$ cat src/common/cpuPkg.sv
`default_nettype none

package cpuPkg;

  // one machine word, used for data, addresses and the pc
  typedef logic [31:0] word_t;
  // register index, 32 registers
  typedef logic [4:0]  regAddr_t;
  // instr[31:26]
  typedef logic [5:0]  opcode_t;
  // instr[5:0], only meaningful for r-type
  typedef logic [5:0]  funct_t;
  typedef logic [2:0]  aluOp_t;

  // primary opcodes
  localparam opcode_t OpRType = 6'b000000;
  localparam opcode_t OpAddiu = 6'b001001;
  localparam opcode_t OpLw    = 6'b100011;
  localparam opcode_t OpSw    = 6'b101011;
  localparam opcode_t OpBeq   = 6'b000100;
  localparam opcode_t OpJ     = 6'b000010;

  // r-type function codes
  localparam funct_t FnAddu = 6'b100001;
  localparam funct_t FnSubu = 6'b100011;
  localparam funct_t FnAnd  = 6'b100100;
  localparam funct_t FnOr   = 6'b100101;
  localparam funct_t FnSlt  = 6'b101010;

  // alu operation select
  localparam aluOp_t AluAdd = 3'd0;
  localparam aluOp_t AluSub = 3'd1;
  localparam aluOp_t AluAnd = 3'd2;
  localparam aluOp_t AluOr  = 3'd3;
  // signed compare, result is 0 or 1
  localparam aluOp_t AluSlt = 3'd4;

  // multi-cycle control sequence
  typedef enum logic [2:0] {
    Fetch,
    Decode,
    Execute,
    MemAccess,
    WriteBack
  } ctrlState_t;

  // first fetch address
  localparam word_t ResetPc = 32'h0000_0000;

endpackage

`default_nettype wire
$ cat src/cpuTop.sv
`default_nettype none

module cpuTop import cpuPkg::*; (
  input  wire        Clk,
  input  wire        rst,
  input  wire word_t wbDatI,
  input  wire        wbAck,
  output logic       wbCyc,
  output logic       wbStb,
  output logic       wbWe,
  output word_t      wbAdr,
  output word_t      wbDatO
);

  // fsm to bus
  logic busReq;
  logic busWrite;
  logic addrFromAlu;
  logic irLoad;
  logic mdrLoad;
  logic busDone;

  // fsm to datapath
  logic     regWrite;
  regAddr_t writeSel;
  logic     writeFromMem;
  aluOp_t   aluOp;
  word_t    aluA;
  word_t    aluB;
  logic     pcStep;
  logic     branchTaken;
  logic     jumpTaken;

  word_t    instr;
  word_t    mdr;
  word_t    pc;
  word_t    aluResult;
  logic     aluZero;
  regAddr_t rsAddr;
  regAddr_t rtAddr;
  word_t    rsData;
  word_t    rtData;
  word_t    writeData;

  assign rsAddr = instr[25:21];
  assign rtAddr = instr[20:16];
  // alu operands are held in the fsm, so the result is still valid in writeback
  assign writeData = writeFromMem ? mdr : aluResult;

  controlFsm uControlFsm (
    .Clk          (Clk),
    .rst          (rst),
    .instr        (instr),
    .busDone      (busDone),
    .aluZero      (aluZero),
    .rsData       (rsData),
    .rtData       (rtData),
    .busReq       (busReq),
    .busWrite     (busWrite),
    .addrFromAlu  (addrFromAlu),
    .irLoad       (irLoad),
    .mdrLoad      (mdrLoad),
    .regWrite     (regWrite),
    .writeSel     (writeSel),
    .writeFromMem (writeFromMem),
    .aluOp        (aluOp),
    .aluA         (aluA),
    .aluB         (aluB),
    .pcStep       (pcStep),
    .branchTaken  (branchTaken),
    .jumpTaken    (jumpTaken)
  );

  pcCounter uPcCounter (
    .Clk         (Clk),
    .rst         (rst),
    .pcStep      (pcStep),
    .branchTaken (branchTaken),
    .jumpTaken   (jumpTaken),
    .instr       (instr),
    .pc          (pc)
  );

  regFile uRegFile (
    .Clk       (Clk),
    .rst       (rst),
    .rsAddr    (rsAddr),
    .rtAddr    (rtAddr),
    .writeEn   (regWrite),
    .writeAddr (writeSel),
    .writeData (writeData),
    .rsData    (rsData),
    .rtData    (rtData)
  );

  alu uAlu (
    .aluOp  (aluOp),
    .a      (aluA),
    .b      (aluB),
    .result (aluResult),
    .zero   (aluZero)
  );

  // sw data is rt straight from the register file
  memInterface uMemInterface (
    .Clk         (Clk),
    .rst         (rst),
    .busReq      (busReq),
    .busWrite    (busWrite),
    .addrFromAlu (addrFromAlu),
    .irLoad      (irLoad),
    .mdrLoad     (mdrLoad),
    .pc          (pc),
    .aluResult   (aluResult),
    .storeData   (rtData),
    .wbDatI      (wbDatI),
    .wbAck       (wbAck),
    .busDone     (busDone),
    .instr       (instr),
    .mdr         (mdr),
    .wbCyc       (wbCyc),
    .wbStb       (wbStb),
    .wbWe        (wbWe),
    .wbAdr       (wbAdr),
    .wbDatO      (wbDatO)
  );

endmodule

`default_nettype wire

$ cat src/memInterface.sv
`default_nettype none

module memInterface import cpuPkg::*; (
  input  wire        Clk,
  input  wire        rst,
  input  wire        busReq,
  input  wire        busWrite,
  input  wire        addrFromAlu,
  input  wire        irLoad,
  input  wire        mdrLoad,
  input  wire word_t pc,
  input  wire word_t aluResult,
  input  wire word_t storeData,
  input  wire word_t wbDatI,
  input  wire        wbAck,
  output logic       busDone,
  output word_t      instr,
  output word_t      mdr,
  output logic       wbCyc,
  output logic       wbStb,
  output logic       wbWe,
  output word_t      wbAdr,
  output word_t      wbDatO
);

  // cyc and stb always move together
  logic busActive;
  logic busStart;
  // current access uses the latched data address
  logic dataPhase;
  logic weReg;
  word_t dataAdr;
  word_t datOReg;

  assign busStart = busReq & !busActive;
  // one pulse, the ack cycle
  assign busDone  = busActive & wbAck;

  always_ff @(posedge Clk) begin
    if (rst) begin
      busActive <= 1'b0;
      weReg     <= 1'b0;
      dataPhase <= 1'b0;
    end else if (busDone) begin
      // drop the cycle as soon as ack is seen
      busActive <= 1'b0;
      weReg     <= 1'b0;
    end else if (busStart) begin
      busActive <= 1'b1;
      weReg     <= busWrite;
      dataPhase <= addrFromAlu;
    end
  end

  // lw/sw address and store data, held until ack
  always_ff @(posedge Clk) begin
    if (busStart) begin
      dataAdr <= aluResult;
      datOReg <= storeData;
    end
  end

  // ir and mdr capture the read data on ack
  always_ff @(posedge Clk) begin
    if (busDone && irLoad) begin
      instr <= wbDatI;
    end
  end

  always_ff @(posedge Clk) begin
    if (busDone && mdrLoad) begin
      mdr <= wbDatI;
    end
  end

  assign wbCyc  = busActive;
  assign wbStb  = busActive;
  assign wbWe   = weReg;
  // fetches use the pc directly, it only moves at the end of writeback
  assign wbAdr  = dataPhase ? dataAdr : pc;
  assign wbDatO = datOReg;

endmodule

`default_nettype wire

$ cat src/alu.sv
`default_nettype none

module alu import cpuPkg::*; (
  input  wire aluOp_t aluOp,
  input  wire word_t  a,
  input  wire word_t  b,
  output word_t       result,
  output logic        zero
);

  // signed compare for slt
  logic lessThan;

  assign lessThan = $signed(a) < $signed(b);

  always_comb begin
    case (aluOp)
      // addu and subu wrap, no overflow trap
      AluAdd: result = a + b;
      AluSub: result = a - b;
      AluAnd: result = a & b;
      AluOr:  result = a | b;
      AluSlt: result = {31'd0, lessThan};
      default: result = '0;
    endcase
  end

  // beq compares through a subtraction
  assign zero = (result == '0);

endmodule

`default_nettype wire

$ cat src/regFile.sv
`default_nettype none

module regFile import cpuPkg::*; (
  input  wire           Clk,
  input  wire           rst,
  input  wire regAddr_t rsAddr,
  input  wire regAddr_t rtAddr,
  input  wire           writeEn,
  input  wire regAddr_t writeAddr,
  input  wire word_t    writeData,
  output word_t         rsData,
  output word_t         rtData
);

  word_t regs [0:31];

  always_ff @(posedge Clk) begin
    if (rst) begin
      for (int i = 0; i < 32; i++) begin
        regs[i] <= '0;
      end
    end else if (writeEn && (writeAddr != '0)) begin
      // r0 is never written
      regs[writeAddr] <= writeData;
    end
  end

  // combinational reads, r0 forced to zero
  assign rsData = (rsAddr == '0) ? '0 : regs[rsAddr];
  assign rtData = (rtAddr == '0) ? '0 : regs[rtAddr];

endmodule

`default_nettype wire

$ cat src/pcCounter.sv
`default_nettype none

module pcCounter import cpuPkg::*; (
  input  wire        Clk,
  input  wire        rst,
  input  wire        pcStep,
  input  wire        branchTaken,
  input  wire        jumpTaken,
  input  wire word_t instr,
  output word_t      pc
);

  word_t pcPlus4;
  word_t branchTarget;
  word_t jumpTarget;

  assign pcPlus4 = pc + 32'd4;
  // offset counts words, relative to the next instruction
  assign branchTarget = pcPlus4 + {{14{instr[15]}}, instr[15:0], 2'b00};
  // stays inside the current 256 MB region
  assign jumpTarget = {pcPlus4[31:28], instr[25:0], 2'b00};

  always_ff @(posedge Clk) begin
    if (rst) begin
      pc <= ResetPc;
    end else if (pcStep) begin
      // jump wins, both are never set together
      if (jumpTaken) begin
        pc <= jumpTarget;
      end else if (branchTaken) begin
        pc <= branchTarget;
      end else begin
        pc <= pcPlus4;
      end
    end
  end

endmodule

`default_nettype wire

$ cat src/control/controlFsm.sv
`default_nettype none

module controlFsm import cpuPkg::*; (
  input  wire        Clk,
  input  wire        rst,
  input  wire word_t instr,
  input  wire        busDone,
  input  wire        aluZero,
  input  wire word_t rsData,
  input  wire word_t rtData,
  output logic       busReq,
  output logic       busWrite,
  output logic       addrFromAlu,
  output logic       irLoad,
  output logic       mdrLoad,
  output logic       regWrite,
  output regAddr_t   writeSel,
  output logic       writeFromMem,
  output aluOp_t     aluOp,
  output word_t      aluA,
  output word_t      aluB,
  output logic       pcStep,
  output logic       branchTaken,
  output logic       jumpTaken
);

  ctrlState_t state;
  ctrlState_t nextState;

  // operand holding registers, loaded at the end of decode
  word_t aReg;
  word_t bReg;

  // low only in the first cycle out of reset
  logic bootDone;

  opcode_t opcode;
  funct_t  funct;
  word_t   immExt;

  // instruction class flags
  logic rValid;
  logic isAddiu;
  logic isLw;
  logic isSw;
  logic isBeq;
  logic isJ;
  logic isMem;
  logic useImm;
  logic writesReg;

  assign opcode = instr[31:26];
  assign funct  = instr[5:0];
  // addiu, lw, sw and beq all sign-extend
  assign immExt = {{16{instr[15]}}, instr[15:0]};

  // decode of the held instruction register
  always_comb begin
    rValid  = 1'b0;
    isAddiu = 1'b0;
    isLw    = 1'b0;
    isSw    = 1'b0;
    isBeq   = 1'b0;
    isJ     = 1'b0;
    aluOp   = AluAdd;
    case (opcode)
      OpRType: begin
        rValid = 1'b1;
        case (funct)
          FnAddu: aluOp = AluAdd;
          FnSubu: aluOp = AluSub;
          FnAnd:  aluOp = AluAnd;
          FnOr:   aluOp = AluOr;
          FnSlt:  aluOp = AluSlt;
          // unknown funct just advances the pc
          default: rValid = 1'b0;
        endcase
      end
      OpAddiu: isAddiu = 1'b1;
      OpLw:    isLw = 1'b1;
      OpSw:    isSw = 1'b1;
      OpBeq: begin
        isBeq = 1'b1;
        // equal when a - b is zero
        aluOp = AluSub;
      end
      OpJ:     isJ = 1'b1;
      default: ;
    endcase
  end

  assign isMem     = isLw | isSw;
  assign useImm    = isAddiu | isMem;
  assign writesReg = rValid | isAddiu | isLw;

  // rd for r-type, rt otherwise
  assign writeSel     = rValid ? instr[15:11] : instr[20:16];
  assign writeFromMem = isLw;

  // alu operands come from the held registers
  assign aluA = aReg;
  assign aluB = useImm ? immExt : bReg;

  always_ff @(posedge Clk) begin
    if (rst) begin
      state    <= Fetch;
      bootDone <= 1'b0;
    end else begin
      state    <= nextState;
      bootDone <= 1'b1;
    end
  end

  // rs and rt are valid in decode, ir was loaded on the fetch ack
  always_ff @(posedge Clk) begin
    if (state == Decode) begin
      aReg <= rsData;
      bReg <= rtData;
    end
  end

  always_comb begin
    nextState   = state;
    busReq      = 1'b0;
    busWrite    = 1'b0;
    addrFromAlu = 1'b0;
    irLoad      = 1'b0;
    mdrLoad     = 1'b0;
    regWrite    = 1'b0;
    pcStep      = 1'b0;
    branchTaken = 1'b0;
    jumpTaken   = 1'b0;
    case (state)
      Fetch: begin
        // out of reset nothing has been requested yet
        busReq = !bootDone;
        irLoad = 1'b1;
        if (busDone) begin
          nextState = Decode;
        end
      end
      Decode: nextState = Execute;
      Execute: begin
        if (isMem) begin
          // address is base + offset from the alu
          busReq      = 1'b1;
          busWrite    = isSw;
          addrFromAlu = 1'b1;
          nextState   = MemAccess;
        end else begin
          nextState = WriteBack;
        end
      end
      MemAccess: begin
        mdrLoad = isLw;
        // hold until the slave acks
        if (busDone) begin
          nextState = WriteBack;
        end
      end
      WriteBack: begin
        regWrite    = writesReg;
        pcStep      = 1'b1;
        branchTaken = isBeq & aluZero;
        jumpTaken   = isJ;
        // next fetch starts on the same edge the pc steps
        busReq      = 1'b1;
        nextState   = Fetch;
      end
      default: nextState = Fetch;
    endcase
  end

endmodule

`default_nettype wire

$ cat config.mk
export PLATFORM = sky130hd
export DESIGN_NAME = cpuTop
export DESIGN_NICKNAME = d
export VERILOG_FILES = /design/src/common/cpuPkg.sv /design/src/cpuTop.sv /design/src/memInterface.sv /design/src/alu.sv /design/src/regFile.sv /design/src/pcCounter.sv /design/src/control/controlFsm.sv
export SDC_FILE = /design/constraint.sdc
export NUM_CORES = 2
export LEC_CHECK = 0
export ABC_AREA = 1
export BUFFER_PORTS_ARGS = -buffer_cell sky130_fd_sc_hd__buf_2
export CELL_PAD_IN_SITES_DETAIL_PLACEMENT = 1
export CELL_PAD_IN_SITES_GLOBAL_PLACEMENT = 2
export CORE_ASPECT_RATIO = 0.75
export CORE_UTILIZATION = 43
export DETAILED_ROUTE_END_ITERATION = 12
export PLACE_DENSITY_LB_ADDON = 0.25
export SYNTH_ARGS = -nofsm -noshare
export SYNTH_HDL_FRONTEND = slang
export SYNTH_SLANG_ARGS = --single-unit
$ cat constraint.sdc
create_clock -name Clk -period 16.53 [get_ports Clk]
set_clock_uncertainty 0.1 [all_clocks]
set_input_delay 3.306 -clock Clk [delete_from_list [all_inputs] [get_ports Clk]]
set_output_delay 3.306 -clock Clk [all_outputs]
set_load 0.01 [all_outputs]
== Yosys cells after proc, flatten, opt, wreduce, memory -nomap -nowiden ==
Memories as Yosys holds them, arrays and structs flattened. A register that Yosys moved wholly into a read port is not among the register bits.
Index checks and enable logic that the tools add are counted.

* Register bits: 199
* RAM bits: 1024
* Input port bits: 35
* Output and inout port bits: 67
* Memories kept: 1

{| class="wikitable"
|+ Memory list
! memory !! words !! bits a word !! read ports !! clocked after Yosys merged registers in !! wr ports !! RTL line !! text
|-
| uRegFile.regs || 32 || 32 || 2 || 2 || 32 || regFile.sv:15 || <nowiki>word_t regs [0:31];</nowiki>
|}

* Add/sub/neg operators: 4
* Order comparisons: 1
* Equality and inequality tests: 20
* Multiplexer cells: 42
* Bitwise logic cells: 10
* Reduce and logical (&&, ||, !) cells: 17

{| class="wikitable"
|+ Operators by type and width
! kind !! number
|-
| $mux W32 || 7
|-
| $pmux W32 S5 || 1
|-
| $add A32 B32 Y32 || 2
|-
| $eq A6 B6 Y1 const B || 7
|-
| $add A32 B3 Y32 const B || 1
|-
| $and A32 B32 Y32 || 1
|-
| $logic_not A32 Y1 || 1
|-
| $lt A32 B32 Y1 || 1
|-
| $or A32 B32 Y32 || 1
|-
| $reduce_or A32 Y1 || 1
|-
| $sub A32 B32 Y32 || 1
|-
| $mux W1 || 24
|-
| $pmux W3 S4 || 2
|-
| $mux W5 || 3
|-
| $eq A3 B2 Y1 const B || 4
|-
| $logic_not A5 Y1 || 2
|-
| $mux W3 || 3
|-
| $eq A3 B1 Y1 const B || 2
|-
| $eq A3 B3 Y1 const B || 2
|-
| $eq A6 B2 Y1 const B || 1
|-
| $eq A6 B3 Y1 const B || 1
|-
| $eq A6 B4 Y1 const B || 1
|-
| $logic_not A3 Y1 || 2
|-
| $logic_not A6 Y1 || 1
|-
| other kinds (12) || 22
|}

== Depth between registers and ports, before layout ==
* Depth after elaboration: 13
* Gate-level depth with buffers: 35
* Mapped depth without buffers: 31

== Hierarchy ==
From an unflattened synthesis, not the netlist that was laid out.

* Cell total of the unflattened synthesis: 10028
* Area, all modules: 75761.4 um^2

{| class="wikitable"
|+ By module, submodules not included
! module !! instances !! cells each !! area an instance (um^2) !! seq. area each (um^2)
|-
| regFile || 1 || 7252 || 56525.5 || 30749.5
|-
| alu || 1 || 1348 || 6824.0 || 0.0
|-
| pcCounter || 1 || 824 || 4584.4 || 600.6
|-
| memInterface || 1 || 257 || 4551.9 || 3903.7
|-
| controlFsm || 1 || 243 || 2783.9 || 2001.9
|-
| cpuTop || 1 || 104 || 491.7 || 0.0
|}

== Worst setup path after synthesis ==
Ideal clock, no wire load.

* Kind: input -> register
* From: input port wbAck
* To: register uMemInterface.mdr[0], enable pin
* Setup time: 0.502 ns
* Data arrival time: 6.534 ns
* Data required time: 15.928 ns
* Slack: 9.395 ns
* Cell stages on the path: 2
* Path buffers: 0
* Cell sequence: nand2_1 -> nor4_1

* Cells in the longest elaborated chain, start to end: 2

{| class="wikitable"
|+ Ends and longest elaborated chain
! what !! RTL line !! text
|-
| start: declaration || cpuTop.sv:7 || <nowiki>input wire wbAck,</nowiki>
|-
| $and A1 B1 Y1 || memInterface.sv:37 || <nowiki>assign busDone = busActive & wbAck;</nowiki>
|-
| $logic_and A1 B1 Y1 || memInterface.sv:71 || <nowiki>if (busDone && mdrLoad) begin</nowiki>
|-
| end signal: assignment || memInterface.sv:72 || <nowiki>mdr <= wbDatI;</nowiki>
|-
| end: declaration || memInterface.sv:18 || <nowiki>output word_t mdr,</nowiki>
|}

Every way passes these cells.
A chain may end at the register's enable or synchronous reset.

== Worst setup path in the final report ==
* From: register uMemInterface.instr[27]
* To: register uPcCounter.pc[15]

* Cells in the longest elaborated chain, start to end: 12
* Elaborated cells on any way between the ends: 32
* Classes of those cells: 2 x add/sub; 1 x order compare; 9 x eq/ne; 12 x mux; 5 x bitwise; 3 x reduce/logical

{| class="wikitable"
|+ Ends and longest elaborated chain
! what !! RTL line !! text
|-
| start: declaration || memInterface.sv:17 || <nowiki>output word_t instr,</nowiki>
|-
| start signal: assignment || memInterface.sv:66 || <nowiki>instr <= wbDatI;</nowiki>
|-
| $eq A6 B6 Y1 || controlFsm.sv:66 || <nowiki>case (opcode)</nowiki>
|-
| $mux W1 || controlFsm.sv:66 ||
|-
| $or A1 B1 Y1 || controlFsm.sv:92 || <nowiki>assign isMem = isLw | isSw;</nowiki>
|-
| $or A1 B1 Y1 || controlFsm.sv:93 || <nowiki>assign useImm = isAddiu | isMem;</nowiki>
|-
| $mux W32 || controlFsm.sv:102 || <nowiki>assign aluB = useImm ? immExt : bReg;</nowiki>
|-
| $sub A32 B32 Y32 (tied with other cells) || alu.sv:20 || <nowiki>AluSub: result = a - b;</nowiki>
|-
| $pmux W32 S5 (*) || alu.sv:17 || <nowiki>case (aluOp)</nowiki>
|-
| via aluResult[23] || cpuTop.sv:37 || <nowiki>word_t aluResult;</nowiki>
|-
| $logic_not A32 Y1 (*) || alu.sv:29 || <nowiki>assign zero = (result == '0);</nowiki>
|-
| $and A1 B1 Y1 (*) || controlFsm.sv:164 || <nowiki>branchTaken = isBeq & aluZero;</nowiki>
|-
| $mux W1 (*) || controlFsm.sv:133 || <nowiki>case (state)</nowiki>
|-
| $mux W32 (*) || pcCounter.sv:30 || <nowiki>end else if (branchTaken) begin</nowiki>
|-
| $mux W32 (*) || pcCounter.sv:28 || <nowiki>if (jumpTaken) begin</nowiki>
|-
| end signal: assignment || pcCounter.sv:29 || <nowiki>pc <= jumpTarget;</nowiki>
|-
| end signal: assignment || pcCounter.sv:31 || <nowiki>pc <= branchTarget;</nowiki>
|-
| end signal: assignment || pcCounter.sv:33 || <nowiki>pc <= pcPlus4;</nowiki>
|-
| end: declaration || pcCounter.sv:10 || <nowiki>output word_t pc</nowiki>
|}

Mark *: on every way through the listed nets, which the timed path passes. The rest lies on a longest branch.

==> impl_metrics.yaml <==
drt:
  routed_wl_um: 327500
  ant_nets: 0
  drt-wirelength-per-cell_um: 31.69
  drt_first_pass_iters: 6
  drtIter0Drc: 10360
  post_drt_via_cell_ratio: 6.552
  drc_errors: 0
  num_vias: 67720
yosys:
  synth_warnings: 0
  synth_seq_cells: 1258
  synthFlopType: "edfxtp_1"
  synth_cell_types: 61
  syn_area_mm2: 0.07110
  synth_edf_count: 1216
  synth_cells: 8331
  synth_seq_area_share_pct: 52.54
  syn_area_per_cell_um2: 8.535
  postSynth.asyncResetShare_pct: 0
global_routing:
  grt_pass1_vias: 65170
  gr-total-overflow: 0
  grt_use_total_pct: 38.30
  antenna_found_initial: 15
  grt_first_pass_wirelength_um: 465600
  grt_max_degree: 170
power_and_ir_drop:
  power.total_mw: 10.28
  cellPowerDensity_mw_per_mm2: 132.0
  p_leak_nw: 29.82
  ir_drop_uv: 111.7
cts:
  cts_tree: "built"
  post_cts_resized: 0
  clk-insertion-delay-late_ns: 0.81
  cts_num_sinks: 1258
  clk_pin_slew_ns: 0.06
  cts.root.buffer_cell: "clkbuf_16"
  clk_path_buf_depth: 3
  cts_setup_buffers: 0
  cts_buffers: 138
  hold_buffers: 0
  htree_levels: 4
setup_path:
  r2r_slack_ns: 9.59
  endpoint_kind: "register"
  cp.arrival_ns: 7.50
  reg2reg_depth: 22
  cp_max_fo: 57
  cp-start-kind: "register"
  setup.worst_path.start: "uMemInterface.instr[27]"
  reg2reg_to: "uPcCounter.pc[15]"
  crit_type: "reg2reg"
  required_ns: 17.09
  r2r-start: "uMemInterface.instr[27]"
sta:
  report.final.slew_viol_count: 0
  fin_setup_tns_ns: 0
  rsz0062_at_grt: "false"
  period_share_pct: 41.98
  period_needed_ns: 6.940
  slew_headroom_pct: 12.98
  tightest_slew_ns: 1.272
  fmax_mhz: 144.1
  hold_violations: 0
  finalSetupViolations: 0
cells_and_area:
  fillers: 19040
  drive_above_1_share_pct: 7.323
  multi_input_area_mm2: 0.02964
  finalNetCount: 8250
  ff_latch_area_mm2: 0.03737
  area_delta_synth_final_pct: 9.474
  fin_util_pct: 47.70
  fin_cells: 10340
floorplanning:
  die_area_mm2: 0.1670
  num_rows: 128
  fp.dieH_um: 354.2
  start_util_pct: 43.57
  die_w_um: 471.5
  io_pins: 102
  core_area_mm2: 0.1632
placement:
  port_buffers: 101
  gp_congestion: 0.9654
  dp_hpwl_um: 213200
  dp.cells: 10080
worst_hold_path:
  hp-start: "uMemInterface.wbWe"
  hold_depth: 2
  holdPathEnd: "uMemInterface.wbWe"
  min_path_type: "reg2reg"
status:
  status: "complete, no violations"
flow_run:
  drv_cap: 0
-- where the power goes --
part	switching [mW]	internal (mW)	leakage (nW)
Clock	1.42	1.72	2.12
Sequential	0.158	3.73	12.7
Combinational	2.59	0.663	15.0
Total	4.16	6.12	29.8
-- flip-flops by register name, summed over array words and instances (netlist names), named ones only --
| name | count |
|---|---|
| uControlFsm.aluA | 32 |
| uControlFsm.bReg | 32 |
| uControlFsm.bootDone | 1 |
| uControlFsm.state | 3 |
| uMemInterface.dataAdr | 32 |
| uMemInterface.dataPhase | 1 |
| uMemInterface.instr | 32 |
| uMemInterface.mdr | 32 |
| uMemInterface.wbCyc | 1 |
| uMemInterface.wbDatO | 32 |
| uMemInterface.wbWe | 1 |
| uPcCounter.pc | 30 |
| uRegFile.regs | 1024 |
-- placed cells by master (no fill, tap or decap), drive strengths merged, types with 80 or more instances in the layout --
cell type / instances
inv: 523
o221ai: 168
clkbuf: 182
nor2: 2037
nor3: 80
o211ai: 140
o21ai: 1198
ha: 140
buf: 258
nand3: 289
nand2: 898
edfxtp: 1216
o22ai: 162
a21oi: 402
-- how the worst max path moves through the flow --
stage / cells after the start / endpoint / slack (ns)
global placement: 8 / uRegFile.regs[28][22] / 9.65
global route: 25 / uPcCounter.pc[15] / 9.41
CTS: 22 / uPcCounter.pc[15] / 9.98
detailed placement: 8 / uRegFile.regs[28][26] / 9.63
floorplan: 2 / uMemInterface.mdr[0] / 9.39
finish: 22 / uPcCounter.pc[15] / 9.59
-- cell type report --
| type | instances | share of cell area (%) |
|---|---|---|
| diodes | 11 | 0.03536 |
| clock buffers | 182 | 4.779 |
| clock inverters | 66 | 0.8551 |
| inverters | 518 | 2.549 |
| multi-input cells | 5898 | 38.08 |
| flip-flops and latches | 1258 | 48.01 |
| well taps | 2145 | 3.448 |
| repair buffers | 258 | 2.244 |
-- metal layers --
metal | track usage [%] | part of all wire [%] | vias to the layer above
li1 | - | - | 28410
met1 | 56.46 | 42 | 34150
met2 | 54.29 | 41 | 4385
met3 | 7.396 | 12 | 757
met4 | 16.92 | 4.9 | 8
met5 | 0 | 0.016 | -
-- critical path, cell delays in order (launching register included) --
cell and delay (ns):
edfxtp_1 0.41, inv_1 0.09, nor3_1 0.31, nand2_1 0.18
nand2_1 0.11, buf_4 0.44, nand2_1 0.59, o21ai_0 0.40
ha_1 0.49, inv_1 0.17, a21oi_1 0.31, o21ai_0 0.23
a21oi_1 0.38, nand4_1 0.15, nand3_1 0.11, nand3_1 0.51
nor2_1 0.29, nand4_1 0.25, nor2_2 0.30, nand3_2 0.11
buf_4 0.34, o211ai_1 0.29, a21oi_1 0.14
-- synth_stat cells (4+ instances only) --
cell type	count	area share, %
a2111oi_0	17	0.21
a211oi_1	21	0.22
buf_1	42	0.22
nor2_4	5	0.079
o21ai_1	10	0.070
o221ai_1	168	2.1
buf_6	8	0.13
a21o_1	4	0.042
dfxtp_1	42	1.2
nand4_1	46	0.40
a31oi_1	66	0.58
nand3b_1	17	0.18
and2_1	4	0.035
a2bb2oi_1	29	0.36
a311oi_1	17	0.21
clkinv_1	6	0.032
xnor2_1	15	0.18
inv_1	501	2.6
nor2_2	6	0.053
nor3_1	79	0.56
or2_2	7	0.062
o21ai_0	1188	8.4
o22ai_1	162	1.4
buf_2	46	0.32
edfxtp_1	1216	51
inv_2	11	0.058
o211ai_1	139	1.5
xor2_1	40	0.49
mux2i_1	22	0.31
a41oi_1	5	0.062
nor2_1	2025	11
nor4_1	7	0.062
o21bai_1	15	0.16
a21oi_1	401	2.8
nand2_1	892	4.7
clkbuf_1	590	3.1
ha_1	140	2.5
nand3_1	283	2.0
o21a_1	6	0.063
-- per-stage QoR --
stage / instance area (um2) / hold WS [ns] / worst slack [ns]
final: 77840 / 0.3889 / 9.590
after CTS: 77810 / 0.3875 / 9.977
after floorplan: 71220 / 0.3621 / 9.395
after global routing: 77820 / 0.4258 / 9.412
after global placement: 73430 / 0.3649 / 9.647
after detailed placement: 73430 / 0.3768 / 9.630
-- cell families (layout without fill, tap and decap cells) --
logic type | after synthesis | count (layout) | synth area share [%]
xor gates and xnor gates | 55 | 55 | 0.6775
and+or+nand+nor | 3389 | 3389 | 19.14
AOI/OAI and AO/OA | 2255 | 2255 | 18.21
DFF | 1258 | 1258 | 52.54
muxes | 24 | 24 | 0.3414
other | 1 | 43 | 0.005274
buffers and inverters | 1206 | 1024 | 6.539
adders and majority gates | 143 | 143 | 2.548
Power figures use the tool's default switching activity.
